File: config.mk
export PLATFORM = sky130hd
export DESIGN_NAME = dcache_read_ctrl
export DESIGN_NICKNAME = d
export VERILOG_FILES = /design/src/dcache_pkg.sv /design/src/dcache_read_ctrl.sv
export SDC_FILE = /design/constraint.sdc
export NUM_CORES = 2
export LEC_CHECK = 0
export BUFFER_PORTS_ARGS = -buffer_cell sky130_fd_sc_hd__clkbuf_2
export CORE_AREA = 2 2 526 528
export CTS_CLUSTER_DIAMETER = 50
export DETAILED_ROUTE_END_ITERATION = 7
export DIE_AREA = 0 0 528 530
export PLACE_DENSITY = 0.3
export RECOVER_POWER = 50
export SLEW_MARGIN = 20
export SYNTH_ARGS = -nofsm -noshare
export SYNTH_HDL_FRONTEND = slang
export SYNTH_SLANG_ARGS = --single-unit
File: constraint.sdc
create_clock -name clk -period 5.2 [get_ports clk]
set_input_delay 1.04 -clock clk [delete_from_list [all_inputs] [get_ports clk]]
set_output_delay 1.04 -clock clk [all_outputs]
set_load 0.05 [all_outputs]
File: src/dcache_pkg.sv
package dcache_pkg;

    localparam int ADDR_W         = 32;
    localparam int DATA_W         = 32;
    localparam int BE_W           = DATA_W / 8;
    localparam int WORDS_PER_LINE = 16;
    localparam int OFFSET_W       = 4;  // Word within a line
    localparam int LINE_BYTE_W    = 6;  // Byte within a line

    typedef logic [DATA_W-1:0] word_t;

    // Word 0 sits in the low bits
    typedef word_t [WORDS_PER_LINE-1:0] line_data_t;

    // A write is any access with a nonzero byte enable
    typedef struct packed {
        logic [ADDR_W-1:0] addr;
        word_t             wdata;
        logic [BE_W-1:0]   be;
    } cpu_req_t;

    typedef struct packed {
        logic [ADDR_W-1:0] addr;
        word_t             data;
        logic [BE_W-1:0]   be;
    } uc_write_t;

    typedef struct packed {
        logic [ADDR_W-1:0] addr;
        logic              strobe;    // Held until req_ok
        logic              uncached;  // Single beat instead of a line
    } rd_req_t;

    typedef struct packed {
        logic [ADDR_W-1:0] addr;
        logic              strobe;    // Held until wreq_ok
        logic              uncached;
    } wr_req_t;

    typedef struct packed {
        word_t           data;
        logic [BE_W-1:0] be;
        logic            valid;
        logic            last;
    } wr_beat_t;

endpackage
File: src/dcache_read_ctrl.sv
`timescale 1ns/1ps

module dcache_read_ctrl #(
    parameter int INDEX_W = 7,
    localparam int TAG_W  = dcache_pkg::ADDR_W - INDEX_W - dcache_pkg::LINE_BYTE_W
) (
    input  logic                          clk,
    input  logic                          rst,
    input  logic                          den,
    input  dcache_pkg::cpu_req_t          req,
    input  logic                          uncached,
    output logic                          data_ok,
    output dcache_pkg::word_t             rdata,
    output dcache_pkg::rd_req_t           rd,
    input  logic                          req_ok,
    input  logic                          rvalid,
    input  logic                          rlast,
    input  dcache_pkg::word_t             bus_rdata,
    output logic [INDEX_W-1:0]            st_index,
    output logic                          st_we,
    output logic [TAG_W-1:0]              st_wtag,
    output dcache_pkg::line_data_t        st_wline,
    output logic                          st_wdirty,
    input  logic [TAG_W-1:0]              st_tag,
    input  dcache_pkg::line_data_t        st_line,
    input  logic                          st_valid,
    input  logic                          st_dirty,
    output logic                          fifo_push,
    output dcache_pkg::uc_write_t         fifo_din,
    input  logic                          fifo_full,
    input  logic                          fifo_empty,
    output logic                          wb_start,
    output logic [dcache_pkg::ADDR_W-1:0] wb_addr,
    input  logic                          wr_idle
);
    import dcache_pkg::*;

    typedef enum logic [2:0] {
        S_IDLE, S_RD_REQ, S_RD_DATA, S_WB_WAIT, S_REFILL, S_UC_REQ, S_UC_DATA
    } state_t;

    state_t              state;
    state_t              next_state;
    logic [TAG_W-1:0]    tag;
    logic [INDEX_W-1:0]  index;
    logic [OFFSET_W-1:0] offset;
    logic                is_write;
    logic                hit;
    logic                drained;
    logic [OFFSET_W-1:0] rx_cnt;
    line_data_t          rx_buf;

    function automatic word_t merge(word_t old_w, word_t new_w, logic [BE_W-1:0] be);
        word_t res;
        res = old_w;
        for (int i = 0; i < BE_W; i++) begin
            if (be[i]) res[8*i +: 8] = new_w[8*i +: 8];
        end
        return res;
    endfunction

    assign tag      = req.addr[ADDR_W-1 -: TAG_W];
    assign index    = req.addr[LINE_BYTE_W +: INDEX_W];
    assign offset   = req.addr[LINE_BYTE_W-1 -: OFFSET_W];
    assign is_write = |req.be;
    assign hit      = st_valid && (st_tag == tag);
    assign drained  = fifo_empty && wr_idle;  // No posted write still in flight

    assign st_index = index;
    assign wb_addr  = {st_tag, index, {LINE_BYTE_W{1'b0}}};
    assign fifo_din = '{addr: req.addr, data: req.wdata, be: req.be};

    always_ff @(posedge clk) begin
        if (rst) state <= S_IDLE;
        else state <= next_state;
    end

    always_ff @(posedge clk) begin
        if (state == S_RD_REQ) begin
            rx_cnt <= '0;
        end else if (state == S_RD_DATA && rvalid) begin
            rx_buf[rx_cnt] <= bus_rdata;
            rx_cnt         <= rx_cnt + 1'b1;
        end
    end

    always_comb begin
        next_state = state;
        data_ok    = 1'b0;
        rdata      = st_line[offset];
        rd         = '0;
        st_we      = 1'b0;
        st_wtag    = tag;
        st_wline   = st_line;
        st_wdirty  = 1'b0;
        fifo_push  = 1'b0;
        wb_start   = 1'b0;
        case (state)
            S_IDLE: begin
                if (den && uncached && is_write) begin
                    fifo_push = !fifo_full;  // Posted, CPU holds while full
                    data_ok   = !fifo_full;
                end else if (den && uncached) begin
                    if (drained) next_state = S_UC_REQ;
                end else if (den && hit) begin
                    data_ok = 1'b1;
                    if (is_write) begin
                        st_we            = 1'b1;
                        st_wdirty        = 1'b1;
                        st_wline[offset] = merge(st_line[offset], req.wdata, req.be);
                    end
                end else if (den && drained) begin
                    wb_start   = st_valid && st_dirty;  // Victim goes out alongside refill
                    next_state = S_RD_REQ;
                end
            end
            S_RD_REQ: begin
                rd.addr   = {req.addr[ADDR_W-1:LINE_BYTE_W], {LINE_BYTE_W{1'b0}}};
                rd.strobe = 1'b1;
                if (req_ok) next_state = S_RD_DATA;
            end
            S_RD_DATA: begin
                if (rvalid && rlast) next_state = wr_idle ? S_REFILL : S_WB_WAIT;
            end
            S_WB_WAIT: begin
                if (wr_idle) next_state = S_REFILL;  // Victim must leave before overwrite
            end
            S_REFILL: begin
                st_we      = 1'b1;
                st_wline   = rx_buf;
                data_ok    = !is_write;  // Writes retry as a hit
                rdata      = rx_buf[offset];
                next_state = S_IDLE;
            end
            S_UC_REQ: begin
                rd.addr     = req.addr;
                rd.strobe   = 1'b1;
                rd.uncached = 1'b1;
                if (req_ok) next_state = S_UC_DATA;
            end
            S_UC_DATA: begin
                data_ok = rvalid;
                rdata   = bus_rdata;
                if (rvalid && rlast) next_state = S_IDLE;
            end
            default: next_state = S_IDLE;
        endcase
    end

endmodule

# Word-level counts from Yosys, hierarchy flattened
# Cells that the tools add are included.
# classes
add_sub_neg	1
mul	0
n_div	0
n_lt_le_gt_ge	4
eq_ne	16
shifts	0
mux	71
bitwise_logic	1
reduce_logical	17
# op_table
cell	n
2-to-1 mux 512 bit	4
bitwise mux 512 bit	2
case mux 512 bit (2 select lines)	1
binary-select mux 32 bit (select 4 bit)	2
demux 32 bit (select 4 bit)	2
2-to-1 mux 8 bit	24
2-to-1 mux 32 bit	4
case mux 33 bit (2 select lines)	1
case mux 32 bit (2 select lines)	1
2-to-1 mux 3 bit	11
equality test 19 bit	1
case mux 3 bit (6 select lines)	1
2-to-1 mux 1 bit	16
logical AND 1 bit	11
less-than comparator 4 x 5 -> 1 bit (second input constant)	2
!= test 2 bit (second input constant)	5
equality test 3 bit (second input constant)	3
!= test 3 bit (second input constant)	3
AND reduction 9 bit	1
greater-or-equal comparator 4 x 1 -> 1 bit (second input constant)	2
equality test 3 x 2 -> 1 bit (second input constant)	2
adder 4 x 1 -> 4 bit (second input constant)	1
OR reduction 4 bit	1
equality test 3 x 1 -> 1 bit (second input constant)	1
other kinds (7)	8
# word_totals
register_bits	519
latchBits	0
ramBits	0
romBits	0
input_bits	643
output_inout_bits	709
memories	0

# Depth between registers and ports, before layout
# depth
word_depth	14
depth_mapped	11
mapped_depth_nobuf	6

# Worst setup path before layout
# OpenSTA, ideal clock, no wires.
# synth_timing
kind	input to output
from	input req[2] (netlist bit)
to	output data_ok
arrival_time_ns	3.887
t_required_ns	4.160
path_slack_ns	0.273
cell_stages	5
cell_sequence	buf_2 > nor4_1 > nor4_1 > a21oi_1 > o21ai_0
# synth_via
elab_chain_len	4
elab_cells_between_ends	5
cone_classes	mux (2); reduce/logical (3)
# synth_lines
item	line_no	source
from (decl)	dcache_read_ctrl.sv:10	input dcache_pkg::cpu_req_t req,
OR reduction 4 bit *	dcache_read_ctrl.sv:65	assign is_write = |req.be;
logical AND 1 bit	dcache_read_ctrl.sv:100	if (den && uncached && is_write) begin
2-to-1 mux 1 bit	dcache_read_ctrl.sv:100	
case mux 1 bit (3 select lines) *	dcache_read_ctrl.sv:98	case (state)
to (decl)	dcache_read_ctrl.sv:12	output logic data_ok,
# Every way passes the cells marked *; elsewhere a longest branch is shown, timed or not.

==> metrics.csv <==
stage,metric,value,unit
placement,place_area,51900,sq um
yosys,synth-main-ff-cell,edfxtp_1,
drt,top_layer,met5,
placement,place_congestion,0.913,
yosys,yosys-top-cells-count,"512 x edfxtp_1, 505 x nor2_1, 447 x a221o_1",
drt,route.detailed.drc,0,
power,total_power,20.4,mW
grt,antenna_found_initial,147,
yosys,synthArstFlopShare,0,%
timing,slew_viol_final,366,
clocking,post_cts_buffers,0,
worst_setup_path,worstSetupStartpointType,input pin,
clocking,cts_sinks,519,
clocking,cts_buffers,93,
hold_path,holdPathStages,2,
cells_and_area,area_growth,56.1,%
drt,drt-initial-drc-count,4982,
worst_setup_path,critPathMaxFanout,14,
power,p_leak,20.9,nW
yosys,synth.avg_cell_area,12.6,sq um
drt,met3_length,32.3,mm
grt,grt_max_degree,115,
yosys,ys_ff_latch,519,
clocking,cts_tree,yes,
yosys,yosysTopAreaCellShare,43.8,%
worst_setup_path,worstSetupPathType,in -> out,
worst_setup_path,reg2reg_depth,5,
drt,routedWlPerCell,43.8,um
clocking,ctsHtreeMaxLevel,3,
job,maxCapViolCount,19,
placement,io_buffers,1345,
cells_and_area,drive_gt1_share,48.5,%
timing,post-route-min-period,5.19,ns
yosys,synthMostInstantiatedCell,edfxtp_1,
cells_and_area,nets,4805,
yosys,netlist_instances,2783,
worst_setup_path,r2r_end,rx_buf[422],
timing,slew_headroom,-32.1,%
yosys,synth_top_area_cell,edfxtp_1,
yosys,yosysWarnings,0,
yosys,synth_edf_count,512,
floorplanning,die_y,530,um
yosys,synth.distinct_cells,48,
hold_path,hp-start,rst,
drt,ant_nets,0,
drt,wl_met2,139,mm
drt,routed_wl,346,mm
grt,grt_overflow_total,0,
hold_path,hp-class,in -> reg,
clocking,worstSkewPairLatency,0.72,ns
drt,wl_met1,165,mm
run_status,outcome,"complete, but fails checks",
floorplanning,rows,193,
timing,setup-violations-final,0,
timing,hold_violations,0,
timing,finalClockSkew,0.0467,ns
timing,worstMarginPinSlew,1.97,ns
placement,hpwl,287,mm
power,ir_drop,0.000205,V
drt,via_count,37616,
floorplanning,dieArea,280000,sq um
timing,rsz0062_at_grt,false,
timing,timing.final.crit_share,99.8,%
worst_setup_path,crit_arrival,4.15,ns
run_status,violations,"max-capacitance violations, max-slew violations",
yosys,ys_top_cells_by_area,"edfxtp_1 44%, mux4_2 18%, a221o_1 13%",
worst_setup_path,cp-end-kind,primary output,
yosys,ys_seq_area_share,44.2,%
grt,grt_pass1_wl,428,mm
floorplanning,die_x,528,um
grt,track_usage,23.7,%
worst_setup_path,worstPathRequired,4.16,ns
floorplanning,core-area,275000,sq um
hold_path,whs_endpoint,state[1],
drt,firstDrtPassIters,5,
timing,fmax,0.193,GHz
floorplanning,ios,1352,
worst_setup_path,r2r_slack,0.74,ns
yosys,netlist_area,35100,sq um
clocking,cts-root-buf,clkbuf_16,
worst_setup_path,rr_startpoint,state[1],
cells_and_area,final_area,54800,sq um
drt,vias_per_cell,4.76,
grt,grt_pass1_vias,35453,
clocking,clk_pin_slew_worst_paths,0.05,ns
clocking,clockBufferDepth,3,
power,power_density,372,nW/um^2
floorplanning,start_util,12.8,%
[cell usage in the layout (no fill, tap or decap), drive strengths merged, types with 5 or more instances in the layout]
cell type | netlist | routed
mux4 | 284 | 284
nor4 | 5 | 5
nand3 | 6 | 6
o21ai | 80 | 80
nor2 | 505 | 505
xnor2 | 19 | 19
dfxtp | 7 | 7
and3 | 73 | 73
diode | 0 | 61
buf | 304 | 574
nand2b | 7 | 7
inv | 4 | 25
a221o | 447 | 447
clkbuf | 134 | 1245
clkinvlp | 0 | 12
conb | 1 | 6
o22ai | 32 | 32
a21oi | 65 | 65
clkinv | 1 | 33
nand2 | 21 | 21
a31oi | 78 | 78
mux2i | 103 | 103
nor3 | 14 | 14
and2 | 31 | 31
nand4 | 24 | 24
edfxtp | 512 | 512
[metrics by stage]
stage	util (%)	std cells	hold slack [ns]	setup TNS, ns	setup WS (ns)
after CTS	20.0	7844	0.464	0	0.00461
after global placement	18.9	7670	0.559	-5.49	-0.242
after detailed placement	18.9	7670	0.567	-6.74	-0.272
after global routing	19.9	7868	0.533	0	0.0103
after floorplan	-	2788	0.534	0	0.273
final	19.9	7905	0.559	0	0.00859
[registers in the layout, summed over array words and instances (netlist names)]
| register | flops |
|---|---|
| state | 3 |
| rx_cnt | 4 |
| rx_buf | 512 |
[logic make-up after synthesis]
| logic type | synth area share (%) |
|---|---|
| and+or+nand+nor | 8.71 |
| DFF | 44.2 |
| AOI/OAI and AO/OA | 17.1 |
| other | 0.0107 |
| buffers and inverters | 7.06 |
| muxes | 22.2 |
| xor gates and xnor gates | 0.574 |
| adders and majority gates | 0.143 |
[repair_timing]
| item | in CTS | in global routing |
|---|---|---|
| setup endpoints to repair | 86 | 27 |
| gates resized for setup | 11 | 6 |
| hold buffers | 0 | 0 |
[routing by layer]
metal	GRT usage [%]	vias to the layer above
met5	0.462	-
met4	5.98	16
met3	6.46	404
met2	33.1	2865
met1	35.1	20061
li1	-	14270
[report_power, final]
part	internal [mW]	total [mW]	switching, mW
sequential	4.62	4.65	0.0319
combinational	3.03	9.70	6.66
clock	3.54	6.05	2.51
[critical path: stages]
cell,delay (ns)
buf_8,0.21
buf_4,0.36
mux4_2,0.55
mux2i_2,0.40
a21oi_1,0.22
mux2i_4,0.31
buf_4,0.28
nor2_1,0.08
a221o_1,0.44
buf_12,0.22
[how the worst max path moves through the flow]
stage	start	to	slack, ns	cells past startpoint
2_1_floorplan	req[2]	data_ok	0.27	5
3_3_place_gp	req[38]	st_wline[356]	-0.24	12
3_5_place_dp	req[38]	st_wline[292]	-0.27	12
4_1_cts	req[39]	st_wline[292]	0.005	12
5_1_grt	req[38]	st_wline[292]	0.01	12
6_report	req[39]	st_wline[265]	0.009	10
[area by class of cell]
class	count	area (sq um)
Clock inverter	68	628
Antenna cell	61	153
Timing Repair Buffer	1713	14100
Inverter	5	18.8
Clock buffer	106	2400
Fill cell	30055	220000
Multi-Input combinational cell	1826	17500
Tap cell	3607	4510
Sequential cell	519	15500
No activity file was read; power rests on OpenSTA's default activity.
