==> src/uncached_wfifo.sv <==
`timescale 1ns/1ps

module uncached_wfifo #(
    parameter int  FIFO_DEPTH = 4,
    parameter type payload_t  = logic [67:0]
) (
    input  logic     clk,
    input  logic     rst,
    input  logic     push,
    input  payload_t din,
    input  logic     pop,
    output payload_t dout,
    output logic     full,
    output logic     empty
);

    localparam int PTR_W = (FIFO_DEPTH > 1) ? $clog2(FIFO_DEPTH) : 1;
    localparam int CNT_W = $clog2(FIFO_DEPTH + 1);

    payload_t         mem [FIFO_DEPTH];
    logic [PTR_W-1:0] wr_ptr;
    logic [PTR_W-1:0] rd_ptr;
    logic [CNT_W-1:0] count;
    logic             do_push;
    logic             do_pop;

    // Wrap for depths that are not a power of two
    function automatic logic [PTR_W-1:0] ptr_inc(input logic [PTR_W-1:0] p);
        return (p == PTR_W'(FIFO_DEPTH - 1)) ? '0 : p + 1'b1;
    endfunction

    assign full    = (count == CNT_W'(FIFO_DEPTH));
    assign empty   = (count == '0);
    assign do_push = push && !full;  // Push while full is dropped
    assign do_pop  = pop && !empty;
    assign dout    = mem[rd_ptr];

    always_ff @(posedge clk) begin
        if (rst) begin
            wr_ptr <= '0;
            rd_ptr <= '0;
            count  <= '0;
        end else begin
            if (do_push) wr_ptr <= ptr_inc(wr_ptr);
            if (do_pop) rd_ptr <= ptr_inc(rd_ptr);
            count <= count + CNT_W'(do_push) - CNT_W'(do_pop);
        end
    end

    always_ff @(posedge clk) begin
        if (do_push) mem[wr_ptr] <= din;
    end

endmodule

==> config.mk <==
export PLATFORM = sky130hd
export DESIGN_NAME = uncached_wfifo
export DESIGN_NICKNAME = d
export VERILOG_FILES = /design/src/uncached_wfifo.sv
export SDC_FILE = /design/constraint.sdc
export NUM_CORES = 1
export LEC_CHECK = 0
export BUFFER_PORTS_ARGS = -buffer_cell sky130_fd_sc_hd__buf_2
export CAP_MARGIN = 30
export CORE_UTILIZATION = 28
export CTS_BUF_LIST = sky130_fd_sc_hd__clkbuf_2 sky130_fd_sc_hd__clkbuf_4 sky130_fd_sc_hd__clkbuf_8
export DETAILED_ROUTE_END_ITERATION = 16
export PLACE_DENSITY_LB_ADDON = 0.08
export SLEW_MARGIN = 20
export SYNTH_ARGS = -nofsm -noshare
export SYNTH_HDL_FRONTEND = slang
export SYNTH_SLANG_ARGS = --single-unit
export TNS_END_PERCENT = 10
==> constraint.sdc <==
create_clock -name clk -period 3.3 [get_ports clk]
set_clock_uncertainty 0.05 [all_clocks]
set_input_delay 0.66 -clock clk [delete_from_list [all_inputs] [get_ports clk]]
set_output_delay 0.66 -clock clk [all_outputs]
set_load 0.02 [all_outputs]
Yosys cells after proc, flatten, opt, wreduce, memory -nomap -nowiden

Memories as Yosys holds them, arrays and structs flattened. A register that Yosys moved wholly into a read port is not among the register bits.
Index checks and enable logic that the tools add are counted.

Register bits: 7
Latch bits: 0
Bits in writable memories: 272
ROM bits: 0
Bits of input ports: 72
Word-level logic and storage cells: 22
Memories: 1

Memory list:

| name | depth | width | read ports | clocked after Yosys merged registers in | write ports | line | RTL |
|---|---|---|---|---|---|---|---|
| mem  | 4     | 68    | 1          | 1                                       | 1           | 20   | `payload_t mem [FIFO_DEPTH];` |

$add $sub $neg: 4
Multiply operators: 0
Divide/modulo/power cells: 0
$lt $le $gt $ge: 0
Eq/ne operators: 3
Shifts and indexed selects: 0
Multiplexer cells: 6
Bitwise operators: 0
Reductions and logical operators: 5

Operator list:

| kind                                        | count |
|---|---|
| 2-to-1 mux 2 bit                            | 4 |
| adder 2 x 1 -> 2 bit, second input constant | 2 |
| equality test 2 bit, second input constant  | 2 |
| adder 3 x 1 -> 3 bit                        | 1 |
| equality test 3 bit, second input constant  | 1 |
| logical NOT 3 bit                           | 1 |
| subtractor 3 x 1 -> 3 bit                   | 1 |
| logical AND 1 bit                           | 2 |
| logical NOT 1 bit                           | 2 |
| 2-to-1 mux 1 bit                            | 2 |

Longest topological paths before layout

Gate-level depths: netlist of the first run.

Word-level depth: 5
Gate-level depth with buffers: 10

Least setup slack after synthesis of the first run

OpenSTA, ideal clock, no wires.

Kind: reg-to-reg
Start: register count[2]
End: register count[1]
Setup time: 0.114 ns
Arrival: 1.981 ns
Data required time: 3.136 ns
Path slack: 1.156 ns
Stages on the path, launching flop included: 10
Buffers on the path: 1
Clock period less this slack: 2.144 ns
Cells stage by stage: dfxtp_1 -> or3b_1 -> buf_6 -> and2_4 -> inv_1 -> ha_1 -> inv_1 -> ha_1 -> fa_1 -> nor2b_1

Cells in the longest elaborated chain, start to end: 5

RTL lines:

| item                          | line | RTL |
|---|---|---|
| from (decl)                   | 23   | `logic [CNT_W-1:0] count;` |
| from (signal assigned)        | 46   | `count <= count + CNT_W'(do_push) - CNT_W'(do_pop);` |
| equality test 3 bit           | 32   | `assign full = (count == CNT_W'(FIFO_DEPTH));` |
| logical NOT 1 bit             | 34   | `assign do_push = push && !full;` |
| logical AND 1 bit             | 34   |  |
| adder 3 x 1 -> 3 bit          | 46   |  |
| subtractor 3 x 1 -> 3 bit (*) | 46   |  |

Mark *: on every way between the ends. The rest lies on a longest branch, timed or not.
A chain may end at the register's enable or synchronous reset.

==> flow_summary.json, run 1 <==
{
  "setup_tns_ns": 0,
  "synth.avg_cell_area_um2": 25.3,
  "start_kind": "flop",
  "path_cells": "buf_4 > mux4_2 > buf_2",
  "grt_max_degree": 37,
  "area_growth_pct": 23.0,
  "coreArea_um2": 35800,
  "grt_pass1_wl_um": 33800,
  "fillers": 3365,
  "grtUsageTotal": 0.120,
  "finalCritPeriodShare": 0.847,
  "worst_pin_slew_ns": 0.676,
  "gr-total-overflow": 0,
  "dp_hpwl_um": 13100,
  "synth_cell_types": 24,
  "fin_crit_ns": 2.79,
  "setup_viol": 0,
  "ant_nets": 0,
  "cts.clk_slew.worst_paths_ns": 0.06,
  "critical-path-max-stage-delay_ns": 0.63,
  "crit_arrival_ns": 2.08,
  "htreeDepth": 2,
  "synth_ff_type": "edfxtp_1",
  "cp_max_fo": 25,
  "routed_wl_um": 22000,
  "slew_headroom": 0.549,
  "grt_pass1_vias": 5551,
  "initial_utilization": 0.287,
  "insertedDiodeCount": 0,
  "fin_area_um2": 12700,
  "drive_above_1_share": 0.489,
  "root_buffer": "clkbuf_8",
  "syn-num-nets": 486,
  "cellLeakagePower_uw": 0.00426,
  "vdd_drop_max_v": 0.000263,
  "drc": 0,
  "hold_end": "mem[3][10]",
  "wl_per_cell_um": 20.2,
  "p_per_area_nw_per_um2": 769,
  "placementRows": 69,
  "hold_path_class": "in -> reg",
  "cts_hold_buffers": 0,
  "drt-pass1-iter-count": 4,
  "maxCapViolations": 0,
  "synth_cells": 406,
  "r2r_cells": 8,
  "tritoncts": "built",
  "post_cts_resized": 0,
  "slowest_stage": "dfxtp_4",
  "num_io_pins": 142,
  "hp-start": "din[10]",
  "cp-end-kind": "primary output",
  "rsz0062_at_grt": "no",
  "vias": 4805,
  "clock_path_buffers": 3,
  "drtIter0Drc": 166,
  "place.gp.congestion": 0.655,
  "synth-seq-area-share": 0.812,
  "outcome": "complete, no violations",
  "synth-edff-count": 272,
  "synth_area_um2": 10300,
  "post_cts_buffers": 0,
  "vias_per_cell": 4.40,
  "postPlaceCellArea_um2": 11700,
  "ys_ff_latch": 281,
  "seq_area_um2": 8360,
  "antenna_found_initial": 1,
  "hold_violations": 0,
  "critPathRequiredTime_ns": 2.59,
  "dieWidth_um": 194,
  "cts_sinks": 281,
  "die_h_um": 194,
  "cts_buffers": 48,
  "fin_nets": 675,
  "insertion_delay_ns": 0.54,
  "r2r_start": "count[2]",
  "async_reset_ff_frac": 0,
  "fmax_ghz": 0.358,
  "die-area_um2": 37500,
  "worst_r2r_endpoint": "count[1]",
  "drv_slew": 0,
  "ys_warn_count": 0,
  "critical_path_class": "reg -> out",
  "multi_input_area_um2": 1820,
  "port_buffers": 141,
  "min_path_cells": 1,
  "rrSetupSlack_ns": 0.99
}
-- sequential cells by signal, summed over array words and instances, names as in the netlist, named ones only --
signal,count
mem,272
count,3
rd_ptr,2
wr_ptr,2
-- metal layers --
| layer | up-vias | global-route usage | part of all wire |
|---|---|---|---|
| li1 | 2111 | - | - |
| met1 | 2526 | 0.149 | 0.43 |
| met2 | 127 | 0.202 | 0.49 |
| met3 | 39 | 0.0355 | 0.060 |
| met4 | 2 | 0.0373 | 0.020 |
| met5 | - | 0 | 0.00059 |
-- cell families (layout without fill, tap and decap cells) --
group | after synthesis | count (layout) | share of synthesized area
flip-flops | 281 | 281 | 0.812
multiplexers | 69 | 69 | 0.150
buffers and inverters | 25 | 251 | 0.0131
AND/OR/NAND/NOR | 16 | 16 | 0.00949
adder cells (fa/ha/maj) | 8 | 8 | 0.0105
AO/OA/AOI/OAI | 5 | 5 | 0.00365
XOR/XNOR | 2 | 2 | 0.00170
-- cells in the final DEF (no fill, tap or decap), drive strengths merged, types with 2 or more instances in the layout --
cell type / Yosys / final
inv: 8 / 9
a21oi: 2 / 2
clkinv: 0 / 14
nor2b: 2 / 2
nor3: 2 / 2
bufinv: 0 / 3
mux4: 68 / 68
clkbuf: 4 / 68
ha: 7 / 7
buf: 13 / 156
o31ai: 2 / 2
nor2: 2 / 2
dfxtp: 9 / 9
and3: 4 / 4
xnor2: 2 / 2
edfxtp: 272 / 272
nand3: 2 / 2
-- stage by stage --
stage	setup WS [ns]	power, µW	hold WS (ns)	std cells	utilization
final	0.506	9720	0.274	1093	0.353
after global routing	0.356	10200	0.221	1093	0.353
after CTS	0.426	9940	0.225	1093	0.353
after detailed placement	0.964	6690	0.445	1006	0.325
after global placement	1.01	6660	0.450	1006	0.325
after floorplan	1.16	5890	0.406	406	-
-- critical path, delay by kind of cell (launching register included) --
kind | cells | cell delay (ns)
buffers and inverters | 2 | 0.53
flip-flops | 1 | 0.63
multiplexers | 1 | 0.37
-- area by class of cell --
type                            count  share of cell area
Clock inverter                     19              0.0130
Sequential cell                   281               0.660
Timing Repair Buffer              156              0.0696
Inverter                            8             0.00237
Multi-Input combinational cell    100               0.144
Clock buffer                       68              0.0656
Tap cell                          461              0.0456
-- where the power goes --
part	total (µW)	internal [µW]	switching, µW
Clock	3200	1850	1340
Sequential	4430	4310	117
Combinational	2100	864	1230
-- worst max path at each step --
stage | slack [ns] | cells after the start | to | start
3_3_place_gp | 1.01 | 3 | mem[0][18] | push
4_1_cts | 0.43 | 3 | dout[3] | flop
5_1_grt | 0.36 | 3 | dout[9] | flop
3_5_place_dp | 0.96 | 9 | count[2] | pop
6_report | 0.51 | 3 | dout[3] | flop
2_1_floorplan | 1.16 | 9 | count[1] | count[2]
-- synth_stat cells (2+ instances only) --
master / number / share of area
mux4_2: 68 / 0.15
a21oi_1: 2 / 0.00097
edfxtp_1: 272 / 0.79
and3_2: 4 / 0.0029
clkbuf_1: 4 / 0.0015
nor2b_1: 2 / 0.0012
dfxtp_1: 9 / 0.018
inv_1: 8 / 0.0029
nand3_1: 2 / 0.00097
buf_2: 9 / 0.0044
nor3_1: 2 / 0.00097
buf_6: 4 / 0.0044
ha_1: 7 / 0.0085
xnor2_1: 2 / 0.0017
nor2_1: 2 / 0.00073
Note: power is estimated with default switching activity, not from simulation.
==> run 2: changes to the inputs <==
==> constraint.sdc (replaced) <==
create_clock -name clk -period 2.3 [get_ports clk]
set_clock_uncertainty 0.05 [all_clocks]
set_input_delay 0.46 -clock clk [delete_from_list [all_inputs] [get_ports clk]]
set_output_delay 0.46 -clock clk [all_outputs]
set_load 0.02 [all_outputs]
==> flow_summary.json, run 2 (synthesis gave the netlist of run 1 again) <==
{
  "num_io_pins": 142,
  "grt_pass1_wl_um": 34800,
  "place.gp.congestion": 0.651,
  "grtUsageTotal": 0.126,
  "top_register": "mem",
  "finalCritPeriodShare": 1.07,
  "dieWidth_um": 194,
  "antenna_found_initial": 1,
  "instances_no_fill": 1171,
  "initial_utilization": 0.287,
  "critical_path_class": "reg -> out",
  "htreeDepth": 2,
  "routed_wl_um": 23200,
  "gr-usage-met3": 0.0424,
  "met2_usage": 0.205,
  "fin_area_um2": 13800,
  "port_buffers": 141,
  "drc": 0,
  "setup_tns_ns": -9.31,
  "drtIter0Drc": 198,
  "top_regs": "mem x272, count x3",
  "cts_sinks": 281,
  "vias": 5100,
  "root_buffer": "clkbuf_8",
  "cts.clk_slew.worst_paths_ns": 0.05,
  "cellLeakagePower_uw": 0.00471,
  "placementRows": 69,
  "rsz0062_at_grt": "yes",
  "cp_max_fo": 6,
  "cp-end-kind": "primary output",
  "p_switching_uw": 4000,
  "vdd_drop_max_v": 0.000531,
  "insertion_delay_ns": 0.59,
  "setup_viol": 68,
  "most-common-layout-cells": "edfxtp_1 (272), buf_2 (109), mux4_2 (68)",
  "slew_headroom": 0.579,
  "ant_nets": 0,
  "seq_power_share": 0.439,
  "p_per_area_nw_per_um2": 1050,
  "met1_usage": 0.156,
  "fmax_ghz": 0.405,
  "final_common_cell": "edfxtp_1",
  "largest_register_ffs": 272,
  "outcome": "complete, but fails checks",
  "r2r_start": "count[1]",
  "postPlaceCellArea_um2": 11800,
  "fin_nets": 758,
  "drive_above_1_share": 0.451,
  "pre_cts_slack_ns": 0.151,
  "switching_share": 0.277,
  "tritoncts": "built",
  "violations": "negative setup slack",
  "drv_slew": 0,
  "clockPowerShare": 0.295,
  "r2r_cells": 8,
  "dp_hpwl_um": 13400,
  "worst_r2r_endpoint": "count[1]",
  "hold_ws_ns": 0.0735,
  "gr-total-overflow": 0,
  "hold_path_class": "in -> reg",
  "crit_arrival_ns": 1.96,
  "coreArea_um2": 35800,
  "start_kind": "flop",
  "critPathRequiredTime_ns": 1.79,
  "fin_crit_ns": 2.47,
  "die_h_um": 194,
  "crit_end": "dout[21]",
  "area_growth_pct": 34.3,
  "p_int_uw": 10500,
  "grt.busiest_layer": "met2",
  "post-route-worst-setup-slack_ns": -0.169,
  "dp.cells": 1011,
  "vias_per_cell": 4.36,
  "wl_per_cell_um": 19.9,
  "grt_pass1_vias": 5833,
  "rrSetupSlack_ns": 0.18,
  "clock_path_buffers": 3,
  "p_comb_frac": 0.267,
  "grt_max_degree": 37,
  "cts_buffers": 49,
  "maxCapViolations": 0,
  "drt-pass1-iter-count": 4,
  "worst_pin_slew_ns": 0.632,
  "hold_violations": 0,
  "die-area_um2": 37500
}
## run 2: cell count changes in the layout (fill, tap and decap cells not counted), sizes merged
cell and change:
buf +12, bufinv -2, clkbuf +1, diode +1, dlygate4sd3 +67, inv -1
## run 2: power by group through the flow
stage,registers [µW],clock network [µW],logic [µW]
detailed placement,6500,0,3250
global placement,6460,0,3220
global route,6390,4670,4140
finish,6340,4260,3860
floorplan,6380,0,2060
CTS,6350,4470,3780
## run 2: worst max-delay path, stage by stage, from the launching register on
cell and delay [ns]:
dfxtp_4 0.38, buf_12 0.16, clkbuf_16 0.17, mux4_2 0.50, buf_2 0.18
## run 2: worst min-delay path by stage
stage               startpoint    endpoint  slack, ns  depth (start not counted)
floorplan            rd_ptr[0]        flop       0.41                          2
global placement     rd_ptr[0]        flop       0.42                          2
detailed placement   rd_ptr[0]        flop       0.43                          2
CTS                    din[66]  mem[0][66]      0.001                          1
global route           din[66]  mem[3][66]       0.01                          1
finish                 din[66]  mem[0][66]       0.07                          1
## run 2: stage by stage
stage,util,total power [µW]
global placement,0.330,9680
detailed placement,0.330,9750
floorplan,-,8450
CTS,0.381,14600
finish,0.385,14500
global route,0.385,15200
## run 2: repair_timing
action / 4_1_cts / 5_1_grt
setup endpoints to repair: 69 / 69
pin swaps: 0 / 0
setup buffers: 5 / 0
gates cloned: 2 / 3
resized for setup: 50 / 23
hold buffers: 67 / 0
endpoints found under the hold margin: 268 / 0
## run 2: routing by layer
layer  vias up  wire, µm
met5         -         0
met1      2631      9950
met3        49      1330
met4         0       567
met2       133     11400
li1       2287         -
## run 2: layout make-up
class                           count  area (µm²)
Antenna cell                        1        2.50
Fill cell                        3312       22000
Clock inverter                     16        92.6
Sequential cell                   281        8360
Clock buffer                       66         815
Multi-Input combinational cell    100        1820
Tap cell                          461         577
Inverter                            8        30.0
Timing Repair Buffer              238        2120
