### src/dcache_pkg.sv
package dcache_pkg;

    localparam int ADDR_W         = 32;
    localparam int DATA_W         = 32;
    localparam int BE_W           = DATA_W / 8;
    localparam int WORDS_PER_LINE = 16;
    localparam int OFFSET_W       = 4;  // Word within a line
    localparam int LINE_BYTE_W    = 6;  // Byte within a line

    typedef logic [DATA_W-1:0] word_t;

    // Word 0 sits in the low bits
    typedef word_t [WORDS_PER_LINE-1:0] line_data_t;

    // A write is any access with a nonzero byte enable
    typedef struct packed {
        logic [ADDR_W-1:0] addr;
        word_t             wdata;
        logic [BE_W-1:0]   be;
    } cpu_req_t;

    typedef struct packed {
        logic [ADDR_W-1:0] addr;
        word_t             data;
        logic [BE_W-1:0]   be;
    } uc_write_t;

    typedef struct packed {
        logic [ADDR_W-1:0] addr;
        logic              strobe;    // Held until req_ok
        logic              uncached;  // Single beat instead of a line
    } rd_req_t;

    typedef struct packed {
        logic [ADDR_W-1:0] addr;
        logic              strobe;    // Held until wreq_ok
        logic              uncached;
    } wr_req_t;

    typedef struct packed {
        word_t           data;
        logic [BE_W-1:0] be;
        logic            valid;
        logic            last;
    } wr_beat_t;

endpackage
### src/dcache_write_ctrl.sv
`timescale 1ns/1ps

module dcache_write_ctrl #(
    parameter int INDEX_W = 7,
    localparam int TAG_W  = dcache_pkg::ADDR_W - INDEX_W - dcache_pkg::LINE_BYTE_W
) (
    input  logic                          clk,
    input  logic                          rst,
    input  logic                          wb_start,
    input  logic [dcache_pkg::ADDR_W-1:0] wb_addr,
    input  dcache_pkg::line_data_t        victim,
    input  dcache_pkg::uc_write_t         fifo_dout,
    input  logic                          fifo_empty,
    input  logic                          wreq_ok,
    input  logic                          wready,
    input  logic                          bvalid,
    output dcache_pkg::wr_req_t           wr,
    output dcache_pkg::wr_beat_t          beat,
    output logic                          fifo_pop,
    output logic                          wr_idle
);
    import dcache_pkg::*;

    typedef enum logic [2:0] {
        W_IDLE, W_UC_REQ, W_UC_BEAT, W_WB_REQ, W_WB_BEAT, W_RESP
    } wstate_t;

    wstate_t             state;
    wstate_t             next_state;
    logic                wb_pend;
    logic                wb_take;
    logic [TAG_W-1:0]    wb_tag;
    logic [INDEX_W-1:0]  wb_index;
    logic [OFFSET_W-1:0] beat_cnt;

    assign wr_idle = (state == W_IDLE) && !wb_pend;

    always_ff @(posedge clk) begin
        if (rst) state <= W_IDLE;
        else state <= next_state;
    end

    // Write-back request survives a FIFO drain
    always_ff @(posedge clk) begin
        if (rst) wb_pend <= 1'b0;
        else if (wb_start) wb_pend <= 1'b1;
        else if (wb_take) wb_pend <= 1'b0;
    end

    always_ff @(posedge clk) begin
        if (wb_start) begin
            wb_tag   <= wb_addr[ADDR_W-1 -: TAG_W];
            wb_index <= wb_addr[LINE_BYTE_W +: INDEX_W];
        end
        if (state == W_WB_REQ) beat_cnt <= '0;
        else if (state == W_WB_BEAT && wready) beat_cnt <= beat_cnt + 1'b1;
    end

    always_comb begin
        next_state = state;
        wr         = '0;
        beat       = '0;
        fifo_pop   = 1'b0;
        wb_take    = 1'b0;
        case (state)
            W_IDLE: begin
                if (!fifo_empty) begin
                    next_state = W_UC_REQ;  // Posted writes go first
                end else if (wb_pend) begin
                    wb_take    = 1'b1;
                    next_state = W_WB_REQ;
                end
            end
            W_UC_REQ: begin
                wr.addr     = fifo_dout.addr;
                wr.strobe   = 1'b1;
                wr.uncached = 1'b1;
                if (wreq_ok) next_state = W_UC_BEAT;
            end
            W_UC_BEAT: begin
                beat.data  = fifo_dout.data;
                beat.be    = fifo_dout.be;
                beat.valid = 1'b1;
                beat.last  = 1'b1;
                fifo_pop   = wready;
                if (wready) next_state = W_RESP;
            end
            W_WB_REQ: begin
                wr.addr   = {wb_tag, wb_index, {LINE_BYTE_W{1'b0}}};
                wr.strobe = 1'b1;
                if (wreq_ok) next_state = W_WB_BEAT;
            end
            W_WB_BEAT: begin
                beat.data  = victim[beat_cnt];  // Store still indexed at the victim set
                beat.be    = '1;
                beat.valid = 1'b1;
                beat.last  = &beat_cnt;
                if (wready && &beat_cnt) next_state = W_RESP;
            end
            W_RESP: begin
                if (bvalid) next_state = W_IDLE;
            end
            default: next_state = W_IDLE;
        endcase
    end

endmodule

### config.mk
export PLATFORM = sky130hd
export DESIGN_NAME = dcache_write_ctrl
export DESIGN_NICKNAME = d
export VERILOG_FILES = /design/src/dcache_pkg.sv /design/src/dcache_write_ctrl.sv
export SDC_FILE = /design/constraint.sdc
export NUM_CORES = 1
export LEC_CHECK = 0
export ABC_AREA = 1
export BUFFER_PORTS_ARGS = -buffer_cell sky130_fd_sc_hd__buf_4
export CORE_AREA = 2 2 267 269
export CTS_BUF_LIST = sky130_fd_sc_hd__clkbuf_4 sky130_fd_sc_hd__clkbuf_8
export DETAILED_ROUTE_END_ITERATION = 6
export DIE_AREA = 0 0 269 271
export MAX_ROUTING_LAYER = met4
export PLACE_DENSITY = 0.34
export SYNTH_ARGS = -nofsm -noshare
export SYNTH_HDL_FRONTEND = slang
export SYNTH_SLANG_ARGS = --single-unit
### constraint.sdc
create_clock -name clk -period 2 [get_ports clk]
set_clock_uncertainty 0.15 [all_clocks]
set_input_delay 0.4 -clock clk [delete_from_list [all_inputs] [get_ports clk]]
set_output_delay 0.4 -clock clk [all_outputs]
set_load 0.01 [all_outputs]
Word-level counts from Yosys, hierarchy flattened. Index checks and enable logic that the tools add are counted.

Input port bits: 619. Output and inout port bits: 74. Logic and storage cells: 45. Register bits: 34.

Multiplexer cells: 19. $lt $le $gt $ge: 1. Equal/unequal tests: 11. $add $sub $neg: 1. Reductions and logical operators: 8.

Operator list (number): $bmux W32 S4 (1); $pmux W38 S2 (1); $pmux W33 S2 (1); $mux W32 (1); $mux W3 (7); $pmux W3 S6 (1); $ne A2 B2 Y1 const B (4); $mux W1 (7); $eq A3 B2 Y1 const B (2); $eq A3 B3 Y1 const B (2); $reduce_and A6 Y1 (1); $lt A4 B5 Y1 const B (1); $add A4 B1 Y4 const B (1); $reduce_and A4 Y1 (1); $eq A3 B1 Y1 const B (1); $logic_and A1 B1 Y1 (3); $logic_not A3 Y1 (1); $ne A3 B3 Y1 const B (1); $ne A2 B1 Y1 const B (1); $reduce_bool A2 Y1 (1); $logic_not A1 Y1 (1).

Logic depth before layout (Yosys ltp). Gate-level depths: netlist of run 1.

Depth in word-level cells: 5. Depth in mapped cells: 13. Depth with buffers taken out: 10.

Worst setup path after synthesis of run 1. No wires, ideal clock.

Path type: register -> output. From: reg beat_cnt[0]. To: out beat[22] (netlist name). Arrival time: 1.243 ns. Required time: 1.450 ns. Buffers on the path: 3. Setup slack: 0.207 ns. Stages on the path, launching flop included: 12. Path through: dfxtp_1 > buf_6 > inv_6 > buf_4 > buf_4 > nand2_1 > nand3_1 > nand3_1 > nand3_1 > nand2_1 > nand2_1 > nand2_1.

RTL lines: start: declaration (RTL line dcache_write_ctrl.sv:34) `logic [OFFSET_W-1:0] beat_cnt;`; start signal: assignment (RTL line dcache_write_ctrl.sv:56) `else if (state == W_WB_BEAT && wready) beat_cnt <= beat_cnt + 1'b1;`; end: declaration (RTL line dcache_write_ctrl.sv:18) `output dcache_pkg::wr_beat_t beat,`.

==> results of run 1 <==
## cells in the final DEF, fill, tap and decap left out, drive strengths merged
| master | instances |
|---|---|
| a21oi | 5 |
| a22o | 26 |
| a31oi | 2 |
| buf | 853 |
| bufbuf | 2 |
| clkbuf | 6 |
| clkinv | 4 |
| clkinvlp | 1 |
| dfxtp | 8 |
| diode | 7 |
| edfxtp | 26 |
| ha | 1 |
| inv | 502 |
| nand2 | 892 |
| nand3 | 330 |
| nand4 | 1 |
| nor2 | 26 |
| nor3 | 1 |
| o21ai | 6 |
## per-stage QoR
| stage | hold slack, ns | instance area (um^2) | TNS, ns | setup WS [ns] |
|---|---|---|---|---|
| floorplan | 0.319 | 8970 | 0 | 0.207 |
| global placement | 0.351 | 16000 | -11.39 | -0.480 |
| detailed placement | 0.367 | 16000 | -11.18 | -0.468 |
| CTS | 0.107 | 17600 | -20.67 | -0.620 |
| global route | 0.100 | 17900 | -27.42 | -0.740 |
| finish | 0.120 | 17900 | -20.43 | -0.588 |
## cells by family (layout without fill, tap and decap cells)
kind of cell               Yosys count  after routing  share of synthesized area
buffers and inverters              615           1368                      0.286
adders and majority gates            1              1                    0.00140
other                                0              7                          0
and+or+nand+nor                   1250           1250                      0.575
AOI/OAI and AO/OA                   39             39                     0.0334
DFF                                 34             34                      0.105
## power groups by stage
stage                     registers (uW)  clock network (uW)  logic [uW]
after floorplan                      921                   0        6210
after global placement              1070                   0       11600
after detailed placement            1060                   0       11600
after CTS                           1010                 557       14400
after global routing                1030                 594       15900
final                               1010                 529       14500
## area by class of cell
class | count | area [um^2]
fill | 8181 | 51900
timing repair buffer | 856 | 7680
multi-input combinational | 1290 | 6010
inverter | 503 | 1930
tap | 940 | 1180
sequential | 34 | 958
clock buffer | 5 | 68.8
antenna | 7 | 17.5
clock inverter | 3 | 16.3
timing repair inverter | 1 | 8.76
## routing by layer
metal,part of all wire,up-vias
met5,0,-
met4,0.0073,0
met3,0.058,24
met2,0.48,447
met1,0.45,6495
li1,-,7166
## what timing repair did
action	CTS	global route
cloned	20	1
setup buffers	28	4
hold buffers	0	0
gates resized for setup	227	55
pin swaps	44	29
endpoints found under the setup margin	74	73
## state kept, by name (all words and copies together), names as in the netlist
signal and count:
wb_tag 19, beat_cnt 4, wb_pend 1, wb_index 7, state 3
## how the worst max path moves through the flow
stage / startpoint / end / slack [ns]
final: beat_cnt[0] / beat[7] / -0.59
after global routing: beat_cnt[0] / beat[7] / -0.74
after CTS: beat_cnt[0] / beat[7] / -0.62
after detailed placement: beat_cnt[0] / beat[19] / -0.47
after global placement: beat_cnt[0] / beat[19] / -0.48
after floorplan: beat_cnt[0] / beat[22] / 0.21
==> results.yml, run 1 <==
run_status:
  status: "finished with violations"
  violations: "negative setup slack"
synth:
  synthTopCellsByArea: "nand2_1 (37%), inv_1 (20%), nand3_1 (18%)"
  synth_top_area_cell: "nand2_1"
  synthesis.instances: 1939
  synthDistinctLibCells: 26
  synth_commonest_cells: "nand2_1 (890), inv_1 (485), nand3_1 (329), buf_2 (70)"
  ys_seq_area_frac: 0.105
  async_flop_share: 0
  synth_ff_type: "edfxtp_1"
  ys_ff_latch: 34
  syn_area_um2: 8970
  ys.warnings.count: 0
  synth_top_area_share: 0.373
  yosysMostFrequentCell: "nand2_1"
  syn_area_per_cell_um2: 4.62
  synth_edf_count: 26
  mappedNetlistNets: 2559
timing:
  rsz0062_at_grt: "yes"
  maxSlewHeadroom: 0.735
  hold_violations: 0
  finalMaxSlewViolations: 0
  layout_min_cycle_time_ns: 2.59
  worst_pin_slew_ns: 0.398
  setup_viol: 59
  finalCritPeriodShare: 1.29
  fmax_ghz: 0.386
  fin_ws_ns: -0.588
placed_design:
  portBuffers: 686
  gp_congestion: 0.895
  dp_hpwl_mm: 52.0
  numPlacedInstances: 3576
cts:
  clk_pin_slew_ns: 0.09
  cts.sinks: 34
  cts_tree: "yes"
  clock_latency_ns: 0.29
  cts-buffers-inserted: 5
  clk_path_buf_depth: 2
  cts_root_buffer: "clkbuf_8"
  h-tree-depth: 2
drt:
  drt_first_iter_violations: 756
  drc: 0
  wirelength_mm: 64.2
  dr.pass1.iters: 5
  ant_nets: 0
  post_drt_wl_per_cell_um: 17.6
  vias: 14132
  via_per_inst: 3.88
critical_path:
  cpMostUsedCell: "nand2_1"
  crit_chain: "buf_12 > inv_16 > buf_16 > buf_12 > buf_16 > nand2_1 > nand3_1 > nand2_1 > nand2_1 > nand2_1 > inv_2 > nand2_1 > nand2_1 > nand2_1 > buf_4"
  r2r_setup_slack_ns: 0.06
  critPathLaunchType: "flip-flop"
  rr_worst_depth: 11
  cpMaxStageDelayCell: "dfxtp_4"
  crit_family: "buffers and inverters"
  worstReg2RegEnd: "state[2]"
  cpPeakStageDelay_ns: 0.36
  critical_path_depth: 15
  path_class: "reg -> out"
  critPathMaxFanout: 15
  worst-path-buf-inv: 7
  critPathCaptureType: "primary output"
  arrival_ns: 2.04
  crit_required_ns: 1.45
  rr_startpoint: "beat_cnt[0]"
die:
  dieArea_um2: 72900
  rows: 97
  pin_count: 693
  dieWidth_um: 269
  core_area_um2: 69800
  initial_utilization: 0.128
  fp.dieH_um: 271
hold_path:
  hp-class: "in -> reg"
  whs_path_depth: 1
  hold_start: "wb_addr[21]"
  hold_end: "wb_tag[8]"
job:
  drv_cap: 0
global_routing:
  grt_max_degree: 35
  antenna_found_initial: 9
  track_usage: 0.173
  grt_util_met3: 0.0228
  top_usage_layer: "met2"
  grt_pass1_vias: 14686
  gr-usage-met2: 0.294
  grt.overflow.total: 0
  grt_pass1_wl_mm: 91.8
  use_met1: 0.224
pwr:
  leakage_uw: 0.0109
  power_density_nw_per_um2: 898
  switchingPower_uw: 8050
  irDropWorstVdd_v: 0.000303
  power_uw: 16100
  clock_power_share: 0.033
  p_int_uw: 8000
  p_seq_frac: 0.063
  sw_frac_of_total: 0.502
  pwr-share-comb: 0.904
finish:
  area_growth_syn_to_layout_pct: 99.3
  fin_nets: 3311
  final_cells: 3639
  drive_gt1_frac: 0.386
  utilization: 0.256
Note: power is estimated with default switching activity, not from simulation.
==> run 2, diff against run 1 <==
==> config.mk (replaced) <==
export PLATFORM = sky130hd
export DESIGN_NAME = dcache_write_ctrl
export DESIGN_NICKNAME = d
export VERILOG_FILES = /design/src/dcache_pkg.sv /design/src/dcache_write_ctrl.sv
export SDC_FILE = /design/constraint.sdc
export NUM_CORES = 1
export LEC_CHECK = 0
export ABC_AREA = 1
export CORE_AREA = 2 2 266 268
export CTS_BUF_LIST = sky130_fd_sc_hd__clkbuf_4 sky130_fd_sc_hd__clkbuf_8
export DETAILED_ROUTE_END_ITERATION = 6
export DIE_AREA = 0 0 268 270
export DONT_BUFFER_PORTS = 1
export GPL_TIMING_DRIVEN = 0
export MAX_ROUTING_LAYER = met4
export PLACE_DENSITY = 0.3
export SYNTH_ARGS = -nofsm -noshare
export SYNTH_HDL_FRONTEND = slang
export SYNTH_SLANG_ARGS = --single-unit
==> results.yml, run 2 (synthesis results as in run 1) <==
run_status:
  status: "finished with violations"
  violations: "design-rule violations, negative setup slack"
cts:
  clock_latency_ns: 0.30
  h-tree-depth: 2
  clk_pin_slew_ns: 0.08
  cts_tree: "yes"
  cts_root_buffer: "clkbuf_8"
  cts.sinks: 34
  cts-buffers-inserted: 5
  clk_path_buf_depth: 2
die:
  rows: 97
  core_area_um2: 69500
  dieArea_um2: 72400
  pin_count: 693
  dieWidth_um: 268
  fp.dieH_um: 270
  initial_utilization: 0.129
critical_path:
  crit_required_ns: 1.45
  path_class: "reg -> out"
  critPathCaptureType: "primary output"
  r2r_setup_slack_ns: 0.28
  critPathLaunchType: "flip-flop"
  arrival_ns: 2.00
  critPathMaxFanout: 5
hold_path:
  hp-class: "in -> reg"
drt:
  dr.pass1.iters: 7
  drt_first_iter_violations: 681
  vias: 11968
  wirelength_mm: 66.7
  ant_nets: 0
  via_per_inst: 4.08
  post_drt_wl_per_cell_um: 22.7
  drc: 4
timing:
  maxSlewHeadroom: 0.712
  finalMaxSlewViolations: 0
  setup_viol: 54
  finalCritPeriodShare: 1.27
  hold_violations: 0
  rsz0062_at_grt: "yes"
  fmax_ghz: 0.392
  hold_slack_ns: 0.0155
  fin_ws_ns: -0.550
  layout_min_cycle_time_ns: 2.55
  worst_pin_slew_ns: 0.432
placed_design:
  portBuffers: 0
  dp_hpwl_mm: 55.5
  numPlacedInstances: 2879
  gp_congestion: 0.912
  pre_cts_ws_ns: -1.04
global_routing:
  antenna_found_initial: 4
  track_usage: 0.176
  grt_pass1_vias: 12540
  grt_pass1_wl_mm: 88.9
  grt_max_degree: 28
  grt.overflow.total: 0
finish:
  utilization: 0.189
  area_growth_syn_to_layout_pct: 46.2
  seqCellArea_um2: 956
  multi_input_area_um2: 6780
  final_cells: 2934
  n_fill_cell: 8272
  top_register: "wb_tag"
  final_common_cell: "nand2_1"
  drive_gt1_frac: 0.255
  largest_register_ff_count: 19
  fin_nets: 2611
  layout_common_cells: "nand2_1 (682), inv_1 (469), nand3_1 (259)"
  reg_top3: "wb_tag x19, wb_index x7, beat_cnt x4"
pwr:
  power_density_nw_per_um2: 1200
  irDropWorstVdd_v: 0.000435
  leakage_uw: 0.00770
job:
  drv_cap: 0
[run 2: worst paths after layout]
kind                     from  cells past startpoint          end
setup reg to reg  beat_cnt[1]                      9     state[0]
setup / recovery  beat_cnt[0]                     13     beat[27]
hold reg to reg   beat_cnt[3]                      2  beat_cnt[3]
hold / removal            rst                      1      wb_pend
[run 2: routing by layer]
metal	GRT usage	routed length, um
met3	0.0190	2860
met5	-	0
met4	0.0328	1010
met2	0.305	32900
met1	0.222	29900
[run 2: report_power, final]
| group | switching (uW) | leakage (uW) | internal [uW] |
|---|---|---|---|
| clock network | 286 | 0.0000683 | 500 |
| logic | 8620 | 0.00730 | 5400 |
| registers | 110 | 0.000323 | 881 |
[run 2: layout make-up]
class | count | area share
well taps | 940 | 0.0897
diodes | 2 | 0.000382
repair inverters | 1 | 0.000668
plain buffers | 111 | 0.106
flip-flops and latches | 34 | 0.0729
repair buffers | 45 | 0.0547
clock inverters | 3 | 0.00525
inverters | 503 | 0.148
clock buffers | 5 | 0.00525
multi-input cells | 1290 | 0.517
[run 2: stage by stage]
step | total power, uW | area (um^2) | TNS, ns
6_report | 15800 | 13100 | -16.08
5_1_grt | 17000 | 13100 | -20.52
3_5_place_dp | 11000 | 10100 | -31.06
2_1_floorplan | 7140 | 8970 | 0
4_1_cts | 14400 | 11900 | -18.69
3_3_place_gp | 11000 | 10100 | -30.47
[run 2: worst max-delay path, cell delays in order (launching register included)]
cell and delay [ns]:
dfxtp_4 0.37, buf_12 0.15, buf_12 0.14, clkbuf_16 0.17
clkbuf_16 0.17, nand2_1 0.06, nand3_1 0.09, nand2_2 0.13
nand2_2 0.07, nand2_2 0.08, inv_2 0.04, nand2_1 0.07
nand2_2 0.06, nand2_2 0.09
[run 2: repair_timing]
item                       CTS  global route
pin swaps                   50           142
hold endpoints to repair     1             0
hold buffers                 1             0
gates resized for setup    377           248
cloned                       7            11
setup buffers               22             8
setup endpoints to repair   67            61
